[config.mk]
export PLATFORM = sky130hd
export DESIGN_NAME = playoutPacer
export DESIGN_NICKNAME = d
export VERILOG_FILES = /design/src/logic/audioRxPkg.sv /design/src/logic/playoutPacer.sv
export VERILOG_INCLUDE_DIRS = /design/src /design/src/logic
export SDC_FILE = /design/constraint.sdc
export NUM_CORES = 1
export LEC_CHECK = 0
export BUFFER_PORTS_ARGS = -buffer_cell sky130_fd_sc_hd__buf_2
export CORE_ASPECT_RATIO = 1.1
export CORE_MARGIN = 2
export CORE_UTILIZATION = 45
export CTS_CLUSTER_DIAMETER = 120
export DETAILED_ROUTE_END_ITERATION = 12
export MAX_ROUTING_LAYER = met4
export PLACE_DENSITY = 0.73
export SLEW_MARGIN = 25
export SYNTH_ARGS = -nofsm -noshare
export SYNTH_HDL_FRONTEND = slang
export SYNTH_SLANG_ARGS = --single-unit
[constraint.sdc]
create_clock -name ipClk -period 8.4 [get_ports ipClk]
set_input_delay 0.42 -clock ipClk [delete_from_list [all_inputs] [get_ports ipClk]]
set_output_delay 0.42 -clock ipClk [all_outputs]
set_load 0.02 [all_outputs]
[src/logic/audio_rx_defs.svh]
// ------------------------------------------------
// Audio receive defines
// Destination port, default FIFO size and default
// playout period for the audio stream receiver
// ------------------------------------------------

`ifndef AUDIO_RX_DEFS_SVH
`define AUDIO_RX_DEFS_SVH

`default_nettype none

// Destination port that carries audio payload
`define AUDIO_DEST_PORT 8'h10

// Default FIFO address width, 4096 samples deep
`define FIFO_ADDR_W_DEFAULT 12

// Clock cycles per output sample
// 50 MHz / 1134 gives roughly 44.1 kSps
`define PLAY_PERIOD_DEFAULT 1134

`default_nettype wire

`endif

[src/logic/audioRxPkg.sv]
// ------------------------------------------------
// Audio receive package
// Width types and stream structs shared by the
// receive path and its testbench
// ------------------------------------------------

`default_nettype none

package audioRxPkg;

  // One byte of the serial stream
  typedef logic [7:0] byteT;

  // Destination port number
  typedef logic [7:0] portT;

  // Packet length in bytes, sop beat included
  typedef logic [7:0] pktLenT;

  // One 16-bit audio sample
  typedef logic [15:0] sampleT;

  // One beat of the incoming packet stream
  // Destination and length only hold on the sop beat
  typedef struct packed {
    logic   valid;
    logic   sop;
    portT   destination;
    pktLenT length;
    byteT   data;
  } rxPacketT;

  // Single write into the sample FIFO
  typedef struct packed {
    logic   valid;
    sampleT data;
  } sampleWriteT;

  // Played-out sample, valid for one cycle
  typedef struct packed {
    logic   valid;
    sampleT data;
  } audioSampleT;

endpackage

`default_nettype wire

[src/logic/playoutPacer.sv]
// ------------------------------------------------
// Playout pacer
// Pops one sample per fixed period and presents
// it as a single-cycle output strobe
// ------------------------------------------------

`timescale 1ns/1ps
`include "audio_rx_defs.svh"
`default_nettype none

module playoutPacer
  import audioRxPkg::*;
#(
  parameter int playPeriod = `PLAY_PERIOD_DEFAULT
) (
  input  wire         ipClk,
  input  wire         rstN,
  input  wire         fifoEmpty,
  input  sampleT      headData,
  output logic        pop,
  output audioSampleT sampleOut
);

  // Counter wide enough for playPeriod - 1
  localparam int cntW = $clog2(playPeriod);

  localparam logic [cntW-1:0] reloadVal = cntW'(playPeriod - 1);

  logic [cntW-1:0] periodCnt;
  logic            tick;

  logic   outValid;
  sampleT outData;

  // One tick per period
  assign tick = (periodCnt == '0);

  // Free-running down-counter, starts at reset release
  always_ff @(posedge ipClk) begin
    if (!rstN) begin
      periodCnt <= reloadVal;
    end else if (tick) begin
      periodCnt <= reloadVal;
    end else begin
      periodCnt <= periodCnt - 1'b1;
    end
  end

  // Empty FIFO on a tick skips that period
  assign pop = tick && !fifoEmpty;

  // Output strobe follows the pop by one cycle
  always_ff @(posedge ipClk) begin
    if (!rstN) begin
      outValid <= 1'b0;
    end else begin
      outValid <= pop;
    end
  end

  // Head sample captured as it is popped
  always_ff @(posedge ipClk) begin
    if (pop) begin
      outData <= headData;
    end
  end

  assign sampleOut = '{valid: outValid, data: outData};

endmodule

`default_nettype wire

After elaboration in Yosys (flattened, before gate mapping)
Index checks and enable logic that the tools add are counted.
Storage, ports and cells
  output and inout port bits: 18
  flip-flop bits (word level): 28
  input port bits: 19
  logic and storage cells: 9
Cells by class
  bitwise gates (word level): 1
  reduce and logical (&&, ||, !) cells: 4
  add/sub/neg operators: 1
Operators with widths (number)
  $logic_not A11 Y1: 1
  $sub A11 B1 Y11 const B: 1
  $reduce_or A2 Y1: 1
  $logic_and A1 B1 Y1: 1
  $logic_not A1 Y1: 1
  $not A1 Y1: 1

Logic depth before layout (Yosys ltp)
  word-level depth: 2
  depth in mapped cells: 5
  mapped depth without buffers: 5

Least setup slack after synthesis
OpenSTA, ideal clock, no wires.
  kind: reg-to-reg
  start: register periodCnt[4]
  end: register outData[0], enable pin
  arrival: 2.740 ns
  slack: 5.232 ns
  clock period less this slack: 3.168 ns
  stages on the path, launching flop included: 4
  path buffers: 0
  cells stage by stage: dfxtp_1 -> or4_1 -> or2_4 -> nor3_1
On the way
  longest elaborated chain between the ends: 2
Ends and longest elaborated chain
  start, declared: RTL line playoutPacer.sv:29  | logic [cntW-1:0] periodCnt;
  start signal, assigned: RTL line playoutPacer.sv:41  | periodCnt <= reloadVal;
  start signal, assigned: RTL line playoutPacer.sv:43  | periodCnt <= reloadVal;
  start signal, assigned: RTL line playoutPacer.sv:45  | periodCnt <= periodCnt - 1'b1;
  $logic_not A11 Y1: RTL line playoutPacer.sv:36  | assign tick = (periodCnt == '0);
  $logic_and A1 B1 Y1: RTL line playoutPacer.sv:50  | assign pop = tick && !fifoEmpty;
  net pop: RTL line playoutPacer.sv:20  | output logic pop,
  end signal, assigned: RTL line playoutPacer.sv:64  | outData <= headData;
  end, declared: RTL line playoutPacer.sv:33  | sampleT outData;
The timed path passes the listed nets, and every way through them passes these cells.
A chain may end at the register's enable or synchronous reset.

Worst setup path after layout
  start: register periodCnt[4]
  end: output port pop
On the way
  longest elaborated chain between the ends: 2
Ends and longest elaborated chain (RTL line)
  $logic_not A11 Y1: playoutPacer.sv:36
  $logic_and A1 B1 Y1: playoutPacer.sv:50
  end, declared: playoutPacer.sv:20
No other way between the ends.

==> implementation parameters <==
Parameter                              Value

Status
  Outcome ... finished, final reports clean

Final layout
  Most common cell after layout, fill and taps aside ... sky130_fd_sc_hd__buf_2
  Multi-input logic area ... about 330 µm²
  Layout cell share with drive strength beyond 1 ... 41.9%
  Growth of design area from synthesis to finish ... 23.9%
  Number of non-filler instances in the completed layout ... 147
  Top library cells by usage in the layout, fill and taps aside ... sky130_fd_sc_hd__buf_2 (36), sky130_fd_sc_hd__edfxtp_1 (16), sky130_fd_sc_hd__dfxtp_1 (12), sky130_fd_sc_hd__inv_1 (4), sky130_fd_sc_hd__nand2_1 (4)
  Post-route design area ... 1320 µm²
  Total inserted antenna cells ... 0
  Area occupied by registers ... 721 µm²
  Layout filler cell count ... 187
  Total number of nets in the final design ... 139

Placed design
  GPL Wtd Cong ... a little under 0.8
  # port buffers ... 36
  Placed insts ... 143
  Placed inst area ... about 1300 µm²
  Estimated wirelength of the detail-placed design ... about 1400 µm

Clock network
  Worst-skew pair later-pin latency ... 0.32 ns
  H-tree depth reported by CTS ... 1
  Clock-pin transition on the worst setup and hold timing paths ... 0.14 ns
  Cell at the root of the clock tree ... sky130_fd_sc_hd__clkbuf_4
  Clock sink total ... 28
  Post-cts sizing count ... 0
  Number of CTS-inserted buffers ... 3
  Buffers inserted by post-CTS timing repair ... 0
  # hold bufs at CTS ... 0
  TritonCTS clock tree ... yes
  Max clock buf depth ... 2

GRT
  Initial antenna violation count ... 0
  First-pass GRT wire length ... between 2000 and 3000 µm
  Overall track demand over capacity in global routing ... roughly 14%
  Total congestion overflow ... 0
  Largest net degree at the start of global routing ... 18
  Via count of the first global-routing pass ... 600

Worst setup path
  Critical Path RT ... roughly 8.0 ns
  R2R setup slack ... between 6 and 7 ns
  Crit Reg-Reg Startpoint ... periodCnt[4]
  Peak fanout along the critical path ... 17
  Category of the worst setup path capture point ... output pin
  End of the worst register-to-register path ... outData[6]
  Start-to-end type of the worst setup path ... reg2out
  Data arrival time at the worst-slack endpoint ... 2.19 ns
  Kind of start point of the critical path ... flip-flop
  Cell count of the worst reg-to-reg path ... 4

Hold path
  Worst hold path stage count ... 1
  Hold path startpoint ... headData[8]
  Worst hold endpoint ... outData[8]
  Worst min-delay path class ... in2reg

Detailed routing
  Final routed wirelength across all metal layers ... 1780 µm
  Vias per Instance ... about 5.1
  Length of the first detailed-routing pass in iterations ... 5
  Violation count after the first detailed-route iteration ... 16
  Total DRC errors in the routed layout ... 0
  Post-route antenna net violation count ... 0
  Drt wl/cell ... 12.1 µm
  Detailed-route via count ... 744

STA
  Pins over their slew limit ... 0
  Achievable frequency ... 383 MHz
  Hold Vio Cnt, Final ... 0
  Worst-case hold slack ... between 0.2 and 0.3 ns
  Setup tns final ... 0 ns
  Transition time of the tightest slew-check pin ... roughly 0.45 ns
  Normalized max-slew margin ... 69.6%
  Final setup violating endpoints ... 0
  Unrepaired setup endpoints after global routing ... false
  Setup clock skew after layout ... around 0.013 ns
  Final worst path period need ... 2.61 ns
  Final worst-path cycle share ... 31.1%

Run
  Number of violations of the max-capacitance limit ... 0

Logic synthesis
  Number of synthesized register bits ... 28
  Async set-or-reset flop fraction in the synthesized netlist ... 0%
  Syn_nets ... 99
  Count of different cell masters after synthesis ... 31
  Instance count of the mapped netlist ... between 70 and 80
  Syn Std Cell Area ... 1070 µm²
  Count of yosys warnings during synthesis ... 0
  Prevailing post-synth register cell ... sky130_fd_sc_hd__edfxtp_1
  Number of synthesized flops with an enable pin ... 16
  Post-Synthesis Mean Instance Area ... around 14 µm²
  Share of the yosys chip area belonging to registers ... between 60% and 70%

Power
  Lkg Pwr ... ~0.5 nW
  Switching power as a share of total power ... between 10% and 20%
  Cell Pwr Density ... about 170 nW/µm²
  Worst vdd ir ... 108 µV
  Cell Int Power ... between 0.00015 and 0.0002 W
  Combinational share of power ... around 5.5%
  Part of the power in registers ... approximately 67%
  Switching power ... between 0.00004 and 0.00005 W
  Proportion of power drawn by the clock network ... 27.8%

Floorplan
  Cell Rows ... 18
  Core area ... 2250 µm²
  Die span in x ... 50.4 µm
  Vertical die dimension ... 55.1 µm
  Die Outline Area ... 2780 µm²
  Initial Util ... 47.4%
  Io pins ... 37
-- power by group through the flow --
stage                     Sequential (W)  Combinational, W   Clock, W
after floorplan                 0.000152        0.00000662          0
after global placement          0.000152         0.0000119          0
after detailed placement        0.000152         0.0000126          0
after CTS                       0.000149         0.0000126  0.0000629
after global routing            0.000150         0.0000141  0.0000676
final                           0.000149         0.0000124  0.0000622
-- metrics by stage --
stage | utilization (%) | total power [W] | worst slack (ns)
2_1_floorplan | - | 0.000158 | 5.23
3_3_place_gp | 57.1 | 0.000164 | 6.20
3_5_place_dp | 57.1 | 0.000165 | 6.17
4_1_cts | 58.7 | 0.000225 | 5.80
5_1_grt | 58.7 | 0.000231 | 5.64
6_report | 58.7 | 0.000224 | 5.79
-- cells in the mapped netlist (2+ instances only) --
library cell | n | area [µm²]
sky130_fd_sc_hd__ha_1 | 2 | 25.0
sky130_fd_sc_hd__o21ai_0 | 2 | 10.0
sky130_fd_sc_hd__o31ai_1 | 3 | 22.5
sky130_fd_sc_hd__or4_1 | 2 | 15.0
sky130_fd_sc_hd__edfxtp_1 | 16 | 480
sky130_fd_sc_hd__inv_1 | 4 | 15.0
sky130_fd_sc_hd__or3_1 | 2 | 12.5
sky130_fd_sc_hd__nor2_1 | 3 | 11.3
sky130_fd_sc_hd__nand2_1 | 4 | 15.0
sky130_fd_sc_hd__nand3_1 | 3 | 15.0
sky130_fd_sc_hd__nor3_1 | 3 | 15.0
sky130_fd_sc_hd__xnor2_1 | 2 | 17.5
sky130_fd_sc_hd__nand2b_1 | 2 | 12.5
sky130_fd_sc_hd__dfxtp_1 | 12 | 240
sky130_fd_sc_hd__a21oi_1 | 2 | 10.0
-- sequential cells by signal, summed over array words and instances (netlist names) --
name	count
periodCnt	11
outValid	1
outData	16
-- area by class of cell --
| cell class | instances | area share, % |
|---|---|---|
| flip-flops and latches | 28 | 54.5 |
| multi-input cells | 44 | 24.6 |
| repair buffers | 37 | 14.2 |
| well taps | 30 | 2.84 |
| clock buffers | 4 | 2.74 |
| inverters | 4 | 1.14 |
-- worst max path at each step --
stage	start	endpoint	slack [ns]	cells past startpoint
global route	periodCnt[4]	pop	5.64	5
finish	periodCnt[4]	pop	5.79	5
global placement	periodCnt[5]	pop	6.20	5
detailed placement	periodCnt[5]	pop	6.17	5
CTS	periodCnt[4]	pop	5.80	5
floorplan	periodCnt[4]	outData[0]	5.23	3
-- cells by family (layout without fill, tap and decap cells) --
logic type / count (synthesis) / count (layout) / synth area share [%]
buffers and inverters: 6 / 45 / 2.46
XOR/XNOR: 2 / 2 / 1.64
AND/OR/NAND/NOR: 28 / 28 / 17.7
multiplexers: 1 / 1 / 0.938
flip-flops: 28 / 28 / 67.5
adder cells (fa/ha/maj): 2 / 2 / 2.34
AO/OA/AOI/OAI: 11 / 11 / 7.39
-- routing by layer --
metal  wire (µm)  vias up  global-route usage [%]
li1            -      369                       -
met1         819      335                    17.0
met2         775       38                    21.3
met3         159        2                    2.69
met4          22        0                    8.56
met5           0        -                       -
-- critical path, cell delays in order, from the launching register on --
cell,delay (ns)
sky130_fd_sc_hd__dfxtp_1,0.36
sky130_fd_sc_hd__or4_1,0.61
sky130_fd_sc_hd__or2_4,0.29
sky130_fd_sc_hd__nor3_2,0.15
sky130_fd_sc_hd__buf_4,0.24
sky130_fd_sc_hd__buf_2,0.20
No activity file was read; power rests on OpenSTA's default activity.
