File: src/logic/audio_rx_defs.svh
// ------------------------------------------------
// Audio receive defines
// Destination port, default FIFO size and default
// playout period for the audio stream receiver
// ------------------------------------------------

`ifndef AUDIO_RX_DEFS_SVH
`define AUDIO_RX_DEFS_SVH

`default_nettype none

// Destination port that carries audio payload
`define AUDIO_DEST_PORT 8'h10

// Default FIFO address width, 4096 samples deep
`define FIFO_ADDR_W_DEFAULT 12

// Clock cycles per output sample
// 50 MHz / 1134 gives roughly 44.1 kSps
`define PLAY_PERIOD_DEFAULT 1134

`default_nettype wire

`endif

File: src/logic/audioRxPkg.sv
// ------------------------------------------------
// Audio receive package
// Width types and stream structs shared by the
// receive path and its testbench
// ------------------------------------------------

`default_nettype none

package audioRxPkg;

  // One byte of the serial stream
  typedef logic [7:0] byteT;

  // Destination port number
  typedef logic [7:0] portT;

  // Packet length in bytes, sop beat included
  typedef logic [7:0] pktLenT;

  // One 16-bit audio sample
  typedef logic [15:0] sampleT;

  // One beat of the incoming packet stream
  // Destination and length only hold on the sop beat
  typedef struct packed {
    logic   valid;
    logic   sop;
    portT   destination;
    pktLenT length;
    byteT   data;
  } rxPacketT;

  // Single write into the sample FIFO
  typedef struct packed {
    logic   valid;
    sampleT data;
  } sampleWriteT;

  // Played-out sample, valid for one cycle
  typedef struct packed {
    logic   valid;
    sampleT data;
  } audioSampleT;

endpackage

`default_nettype wire

File: src/logic/sampleAssembler.sv
// ------------------------------------------------
// Sample assembler
// Picks audio packets out of the byte stream and
// pairs bytes into little-endian sample writes
// ------------------------------------------------

`timescale 1ns/1ps
`include "audio_rx_defs.svh"
`default_nettype none

module sampleAssembler
  import audioRxPkg::*;
(
  input  wire         ipClk,
  input  wire         rstN,
  input  rxPacketT    rxStream,
  output sampleWriteT sampleWr
);

  // Packet tracking FSM
  typedef enum logic [0:0] {
    stIdle,
    stReceiving
  } asmStateT;

  asmStateT state;

  // Bytes still to come in the current packet
  pktLenT remaining;

  // High when the next payload byte is the high half
  logic highNext;

  // Low byte waiting for its partner
  byteT lowByte;

  // Registered write towards the FIFO
  logic   wrValid;
  sampleT wrData;

  logic startBeat;
  logic destHit;
  logic bodyBeat;

  // First beat of any packet
  assign startBeat = rxStream.valid && rxStream.sop;

  // Only the audio port is of interest
  assign destHit = (rxStream.destination == `AUDIO_DEST_PORT);

  // Continuation byte of an accepted packet
  assign bodyBeat = (state == stReceiving) && rxStream.valid && !rxStream.sop;

  always_ff @(posedge ipClk) begin
    if (!rstN) begin
      state     <= stIdle;
      remaining <= '0;
      highNext  <= 1'b0;
      wrValid   <= 1'b0;
    end else begin
      // Write strobe lasts one cycle
      wrValid <= 1'b0;

      if (startBeat) begin
        // A new sop always restarts the tracking
        // The sop beat carries the low byte
        highNext  <= 1'b1;
        remaining <= rxStream.length - pktLenT'(1);
        // Single-byte packets have nothing to pair with
        if (destHit && (rxStream.length > pktLenT'(1))) begin
          state <= stReceiving;
        end else begin
          state <= stIdle;
        end
      end else if (bodyBeat) begin
        // Completed pair goes out next cycle
        if (highNext) begin
          wrValid <= 1'b1;
        end
        highNext  <= !highNext;
        remaining <= remaining - pktLenT'(1);
        // Last byte of the packet
        // an unpaired low byte is simply left behind
        if (remaining == pktLenT'(1)) begin
          state <= stIdle;
        end
      end
    end
  end

  // Payload path
  always_ff @(posedge ipClk) begin
    if (startBeat) begin
      lowByte <= rxStream.data;
    end else if (bodyBeat) begin
      if (highNext) begin
        // Little endian with the low byte first
        wrData <= {rxStream.data, lowByte};
      end else begin
        lowByte <= rxStream.data;
      end
    end
  end

  assign sampleWr = '{valid: wrValid, data: wrData};

endmodule

`default_nettype wire

File: config.mk
export PLATFORM = sky130hd
export DESIGN_NAME = sampleAssembler
export DESIGN_NICKNAME = d
export VERILOG_FILES = /design/src/logic/audioRxPkg.sv /design/src/logic/sampleAssembler.sv
export VERILOG_INCLUDE_DIRS = /design/src /design/src/logic
export SDC_FILE = /design/constraint.sdc
export NUM_CORES = 1
export LEC_CHECK = 0
export ABC_AREA = 1
export BUFFER_PORTS_ARGS = -buffer_cell sky130_fd_sc_hd__buf_2
export CAP_MARGIN = 20
export CELL_PAD_IN_SITES_DETAIL_PLACEMENT = 1
export CELL_PAD_IN_SITES_GLOBAL_PLACEMENT = 1
export CORE_MARGIN = 5
export CORE_UTILIZATION = 38
export DETAILED_ROUTE_END_ITERATION = 6
export PLACE_DENSITY_LB_ADDON = 0.1
export SETUP_SLACK_MARGIN = 0.02
export SYNTH_ARGS = -nofsm -noshare
export SYNTH_HDL_FRONTEND = slang
export SYNTH_SLANG_ARGS = --single-unit
File: constraint.sdc
create_clock -name ipClk -period 2 [get_ports ipClk]
set_input_delay 0.3 -clock ipClk [delete_from_list [all_inputs] [get_ports ipClk]]
set_output_delay 0.3 -clock ipClk [all_outputs]
set_load 0.01 [all_outputs]
Word-level counts from Yosys, hierarchy flattened
Index checks and enable logic that the tools add are counted.
{"block": "classes", "addsub": 2, "magnitude_cmp": 1, "eq_ne": 3, "mux": 12, "n_bitwise": 3, "n_reduce_logical": 12}
{"operator": "8-bit two-way mux", "count": 5}
{"operator": "8-bit by 1-bit subtractor with 8-bit output, second input constant", "count": 2}
{"operator": "8-bit by 1-bit equality test with 1-bit output, second input constant", "count": 1}
{"operator": "8-bit by 5-bit equality test with 1-bit output, second input constant", "count": 1}
{"operator": "8-bit by 1-bit > comparator with 1-bit output, second input constant", "count": 1}
{"operator": "1-bit two-way mux", "count": 7}
{"operator": "1-bit logical AND", "count": 4}
{"operator": "2-bit AND reduction", "count": 2}
{"operator": "2-bit nonzero test", "count": 2}
{"operator": "1-bit inverter", "count": 3}
{"operator": "3-bit AND reduction", "count": 1}
{"operator": "3-bit OR reduction", "count": 1}
{"operator": "1-bit zero test", "count": 2}
{"operator": "2-bit by 1-bit inequality test with 1-bit output, second input constant", "count": 1}
{"block": "word_totals", "regBits": 35, "inputBits": 28, "output_inout_bits": 17, "elab_cells": 39}

Longest topological paths before layout
Gate-level depths: netlist of the first run.
{"block": "depth", "ltp_word": 4, "mapped_depth": 9, "depth_no_buf": 9}

Worst setup path after synthesis of the first run
OpenSTA, ideal clock, no wires.
{"block": "synth_path", "path_kind": "reg2reg", "from": "register state", "to": "register wrData[0] (enable)", "setup_ps": 388, "arrival_ps": 1360, "required_ps": 1612, "setup_slack_ps": 251, "stages_incl_launch_ff": 4, "path_buffers": 0, "synth_period_minus_slack_ps": 1749, "cell_sequence": "dfxtp_1 nand2_2 or2_4 nor2_1"}
{"block": "synth_via", "elab_chain_cells": 3}
{"item": "start: declaration", "line": "sampleAssembler.sv:26", "source": "asmStateT state;"}
{"item": "start signal: assignment", "line": "sampleAssembler.sv:56", "source": "state <= stIdle;"}
{"item": "start signal: assignment", "line": "sampleAssembler.sv:71", "source": "state <= stReceiving;"}
{"item": "start signal: assignment", "line": "sampleAssembler.sv:73", "source": "state <= stIdle;"}
{"item": "1-bit logical AND (2 in series)", "line": "sampleAssembler.sv:52", "source": "assign bodyBeat = (state == stReceiving) && rxStream.valid && !rxStream.sop;"}
{"item": "3-bit AND reduction (no source line)"}
{"item": "end signal: assignment", "line": "sampleAssembler.sv:98", "source": "wrData <= {rxStream.data, lowByte};"}
{"item": "end: declaration", "line": "sampleAssembler.sv:39", "source": "sampleT wrData;"}
Every way passes these cells.
A chain may end at the register's enable or synchronous reset.

Worst setup path in the final report of the first run
{"block": "layout_path", "from": "register state", "to": "register wrData[13] (enable)"}
The elaborated chain is that of the path after synthesis.

==> impl_metrics.tcl, run 1 <==
set metrics [dict create \
    status "finished, final reports clean" \
    worstPathMaxFanout 16 \
    yosysWarnings 0 \
    synth-edff-count 24 \
    min_to "lowByte[3]" \
    grt_pass1_wl_um 6840 \
    drv_cap 0 \
    timing.rr.end "wrData[13]" \
    syn_avg_cell_area_um2 9.89 \
    htreeDepth 2 \
    io_pins 45 \
    ys_seq_area_share_pct 58.7 \
    wl_per_cell_um 16.0 \
    clock_latency_ps 290 \
    num_antenna_cells 0 \
    yosys_register_bits 35 \
    p_leak_nw 0.877 \
    crit_type "flip-flop to flip-flop" \
    grtUsageTotal_pct 16.5 \
    setup_viol 0 \
    async_reset_ff_share_pct 0 \
    antenna_left 0 \
    die_w_um 74.9 \
    rsz0062_at_grt "false" \
    cp.required_ps 1970 \
    grt_pass1_vias 1466 \
    worst_slew_pin_slew_ps 334 \
    drcViolationCount 0 \
    drv_slew 0 \
    reg2reg_slack_ps 650 \
    synth_top_area_cell "edfxtp_1" \
    finClkSkew_ps 7.98 \
    endpoint_kind "flip-flop" \
    die_y_um 74.9 \
    clkSlewWorstSetupHoldPaths_ps 70 \
    overflow 0 \
    dpl.hpwl_um 3350 \
    row_count 23 \
    synth_nets 194 \
    ir_drop_mv 0.297 \
    vias 1350 \
    layout-drive-gt1-share_pct 32.9 \
    synth_top_area_share_pct 45.0 \
    die-area_um2 5610 \
    hold_violations 0 \
    netlist_instances 162 \
    tns_ps 0 \
    min_path_type "primary input to flip-flop" \
    synth_cell_types 29 \
    dp.cells 255 \
    slew-limit-headroom_pct 77.7 \
    final_common_cell "buf_2" \
    first_pass_iters 4 \
    synth_area_um2 1600 \
    syn2layout_area_growth_pct 24.3 \
    final_cell_mix "buf_2, edfxtp_1, inv_1" \
    nets 244 \
    root_buffer "clkbuf_8" \
    ff2ff_path_depth 4 \
    core-area_um2 4060 \
    start_kind "flip-flop" \
    synth_flop_cell "edfxtp_1" \
    start_util_pct 39.5 \
    arrival_ps 1330 \
    period_minus_slack_ps 1350 \
    finalNonFillerCells 263 \
    portBuffers 44 \
    timing.rr.start "state" \
    hp-start "rxStream[3]" \
    setup_slack_ps 645 \
    fmax_mhz 738 \
    min_path_cells 1 \
    grt_max_degree 17 \
    vias_per_cell 5.13 \
    numCtsBuffers 5 \
    drtIter0Drc 39 \
    routed_wl_um 4200 \
    place_congestion 0.897 \
    cts_tree "done" \
    powerDensity_nw_per_um2 824 \
    layout_worst_path_cycle_share_pct 67.7 \
    clock_path_buffers 2 \
    cts.repair.resized 0 \
    postCtsSetupBuffers 0 \
    cts_sinks 35 \
    dp_worst_setup_slack_ps 447 \
    antenna_found_initial 0 \
    cts_hold_buf 0 \
    synth_area_leaders "edfxtp_1, dfxtp_1, nand3_1" \
]
per-stage QoR:
stage                     instance area (µm²)  total power, mW  hold slack (ps)  utilization, %
after floorplan                          1600            0.926              398               -
after global placement                   1870            0.986              401            46.2
after detailed placement                 1870            0.998              407            46.2
after CTS                                1990             1.66              199            49.1
after global routing                     1990             1.72              192            49.1
final                                    1990             1.64              203            49.1
how the worst max path moves through the flow:
stage          depth (start not counted)         start            to
4_1_cts                                4         state    wrData[13]
6_report                               4         state    wrData[13]
2_1_floorplan                          3         state     wrData[0]
3_5_place_dp                           5  rxStream[25]    lowByte[6]
5_1_grt                                8  remaining[0]  remaining[2]
3_3_place_gp                           5  rxStream[25]    lowByte[4]
cells in the mapped netlist (2+ instances only):
cell type	n
inv_1	21
inv_2	6
o21ai_0	4
nor3_1	2
nand2_1	19
o211ai_1	2
nor2_2	2
nand4_1	4
edfxtp_1	24
nand3_1	16
nor4_1	2
nor2_1	16
ha_1	4
dfxtp_1	11
o21ai_1	7
a21oi_1	7
nand2_2	3
sequential cells by signal (all words and copies together), names as in the netlist:
signal     count
lowByte        8
wrData        16
wrValid        1
state          1
remaining      8
highNext       1
power breakdown:
part	leakage (nW)	total, mW	internal (mW)	switching, mW
clock	0.0612	0.659	0.403	0.256
combinational	0.507	0.177	0.0646	0.112
sequential	0.308	0.804	0.792	0.0121
total	0.877	1.64	1.26	0.380
worst max-delay path, stage by stage, from the launching register on:
cell	delay (ps)
dfxtp_1	350
nand2_2	100
or2_4	270
nor2_1	90
buf_4	240
cell families (layout without fill, tap and decap cells):
kind of cell	Yosys count	after routing	share of synthesized area, %
DFF	35	35	58.7
and+or+nand+nor	68	68	20.7
adders and majority gates	4	4	3.13
AOI/OAI and AO/OA	25	25	9.69
buffers and inverters	30	81	7.73
final cells by class:
class	count	area, µm²
flip-flops and latches	35	941
well taps	50	62.6
clock buffers	6	82.6
fillers	496	2070
clock inverters	2	35.0
multi-input cells	97	537
inverters	28	105
repair buffers	45	228
routing by layer:
metal	vias up	wire, µm	track usage, %
met2	38	2320	31.7
met4	0	123	6.52
met1	649	1520	16.8
met3	12	244	4.01
met5	-	0	0
li1	651	-	-
(Power assumes the default switching activity.)
==> run 2: changes to the inputs <==
Settings changed: CORE_UTILIZATION 38 to 35.
Clock period 2 ns to 1.2 ns, I/O delays scaled along.
==> run 2 against run 1 <==
Against the previous run: the run now ends with negative setup slack left; critical path depth is the same; largest cell class unchanged; sequential power up 67%; power is 58% higher; sequential share of layout area fell by 4.6 points; worst setup slack lost 680 ps; largest power group unchanged; fmax up 9.7%; global-route usage down 1.8 points.
==> impl_metrics.tcl, run 2 (synthesis gave the netlist of run 1 again) <==
set metrics [dict create \
    setup_slack_ps -35.0 \
    final_cell_mix "buf_2, edfxtp_1, inv_1, nand2_1, buf_4" \
    fill_cells 519 \
    cp.required_ps 1200 \
    dpl.hpwl_um 3410 \
    nets 260 \
    portBuffers 44 \
    vias 1400 \
    finClkSkew_ps 6.93 \
    status "complete, but fails checks" \
    io_pins 45 \
    largest_registers "wrData: 16 flops, lowByte: 8 flops, remaining: 8 flops" \
    gr-max-usage-layer "met2" \
    root_buffer "clkbuf_8" \
    p_leak_nw 0.966 \
    vias_per_cell 4.98 \
    ir_drop_mv 0.449 \
    period_minus_slack_ps 1230 \
    arrival_ps 1230 \
    die_w_um 77.6 \
    start_util_pct 36.5 \
    num_antenna_cells 0 \
    final_common_cell "buf_2" \
    drcViolationCount 0 \
    fmax_mhz 810 \
    slew-limit-headroom_pct 81.7 \
    gr-usage-met3_pct 3.01 \
    cts_tree "done" \
    antenna_found_initial 0 \
    fin_util_pct 50.5 \
    use_met2_pct 26.9 \
    hold_ws_ps 77.2 \
    reg2reg_slack_ps -30 \
    cp-startpoint "state" \
    first_pass_iters 3 \
    overflow 0 \
    largest_reg_flops 16 \
    crit_type "flip-flop to flip-flop" \
    die_y_um 77.6 \
    worstPathMaxFanout 16 \
    min_path_type "primary input to flip-flop" \
    setup_viol 16 \
    clkSlewWorstSetupHoldPaths_ps 70 \
    clock_latency_ps 290 \
    grt_use_met1_pct 16.6 \
    grt_pass1_wl_um 7030 \
    min_path_cells 1 \
    wl_per_cell_um 16.3 \
    syn2layout_area_growth_pct 38.3 \
    grtUsageTotal_pct 14.7 \
    drv_cap 0 \
    grt_pass1_vias 1424 \
    largest_register "wrData" \
    routed_wl_um 4590 \
    cts_sinks 35 \
    core-area_um2 4380 \
    timing.rr.end "wrData[2]" \
    die-area_um2 6030 \
    grt_max_degree 17 \
    worst_slew_pin_slew_ps 273 \
    numCtsBuffers 5 \
    timing.rr.start "state" \
    failed_checks "negative setup slack" \
    hold_violations 0 \
    place_congestion 0.893 \
    antenna_left 0 \
    start_kind "flip-flop" \
    htreeDepth 2 \
    drtIter0Drc 59 \
    ff2ff_path_depth 4 \
    clock_path_buffers 2 \
    rsz0062_at_grt "true" \
    drv_slew 0 \
    layout_worst_path_cycle_share_pct 103 \
    layout-drive-gt1-share_pct 47.2 \
    endpoint "wrData[2]" \
    row_count 24 \
    powerDensity_nw_per_um2 1170 \
    endpoint_kind "flip-flop" \
]
## run 2: cell count changes in the layout (fill, tap and decap cells not counted), sizes merged
cell	change
clkinvlp	+1
buf	+16
bufinv	-1
## run 2: layout make-up
type | instances | area, µm² | share of cell area, %
Clock buffer | 6 | 72.6 | 3.28
Timing Repair Buffer | 61 | 368 | 16.6
Multi-Input combinational cell | 97 | 643 | 29.0
Clock inverter | 2 | 12.5 | 0.565
Sequential cell | 35 | 946 | 42.7
Tap cell | 52 | 65.1 | 2.94
Inverter | 28 | 108 | 4.86
## run 2: stage by stage
stage               cell area [µm²]  setup slack (ps)  TNS, ps  total power, mW  instances
floorplan                      1620             -70.6    -1130             1.54        162
global placement               1990             -9.77    -9.77             1.68        269
detailed placement             1990             -41.8     -358             1.69        269
CTS                            2100             -39.4     -603             2.53        277
global route                   2210             -71.9    -1170             2.73        281
finish                         2210             -35.0     -505             2.59        281
## run 2: timing repair
| item | in CTS | in global routing |
|---|---|---|
| pin swaps | 1 | 9 |
| hold buffers | 0 | 0 |
| endpoints found under the setup margin | 28 | 24 |
| buffers inserted | 0 | 4 |
| gates resized for setup | 9 | 23 |
## run 2: critical path, stage by stage, from the launching register on
cell and delay [ps]:
dfxtp_2 360, nand2_4 70, or2_4 250, nor2_4 110, buf_12 160
## run 2: routing by layer
layer  share of wire, %  vias up
li1                   -      684
met2                 54       29
met4                2.0        0
met3                4.5        9
met1                 39      678
met5                  0        -
## run 2: power by group
part / switching (mW) / internal, mW
sequential: 0.0219 / 1.32
combinational: 0.245 / 0.174
clock: 0.419 / 0.405
## run 2: worst min path at each step
stage / startpoint / to / slack [ps]
CTS: rxStream[5] / lowByte[5] / 70
global route: rxStream[5] / lowByte[5] / 60
detailed placement: rxStream[5] / wrData[13] / 370
finish: rxStream[5] / lowByte[5] / 80
floorplan: rstN / highNext / 280
global placement: rxStream[5] / wrData[13] / 370
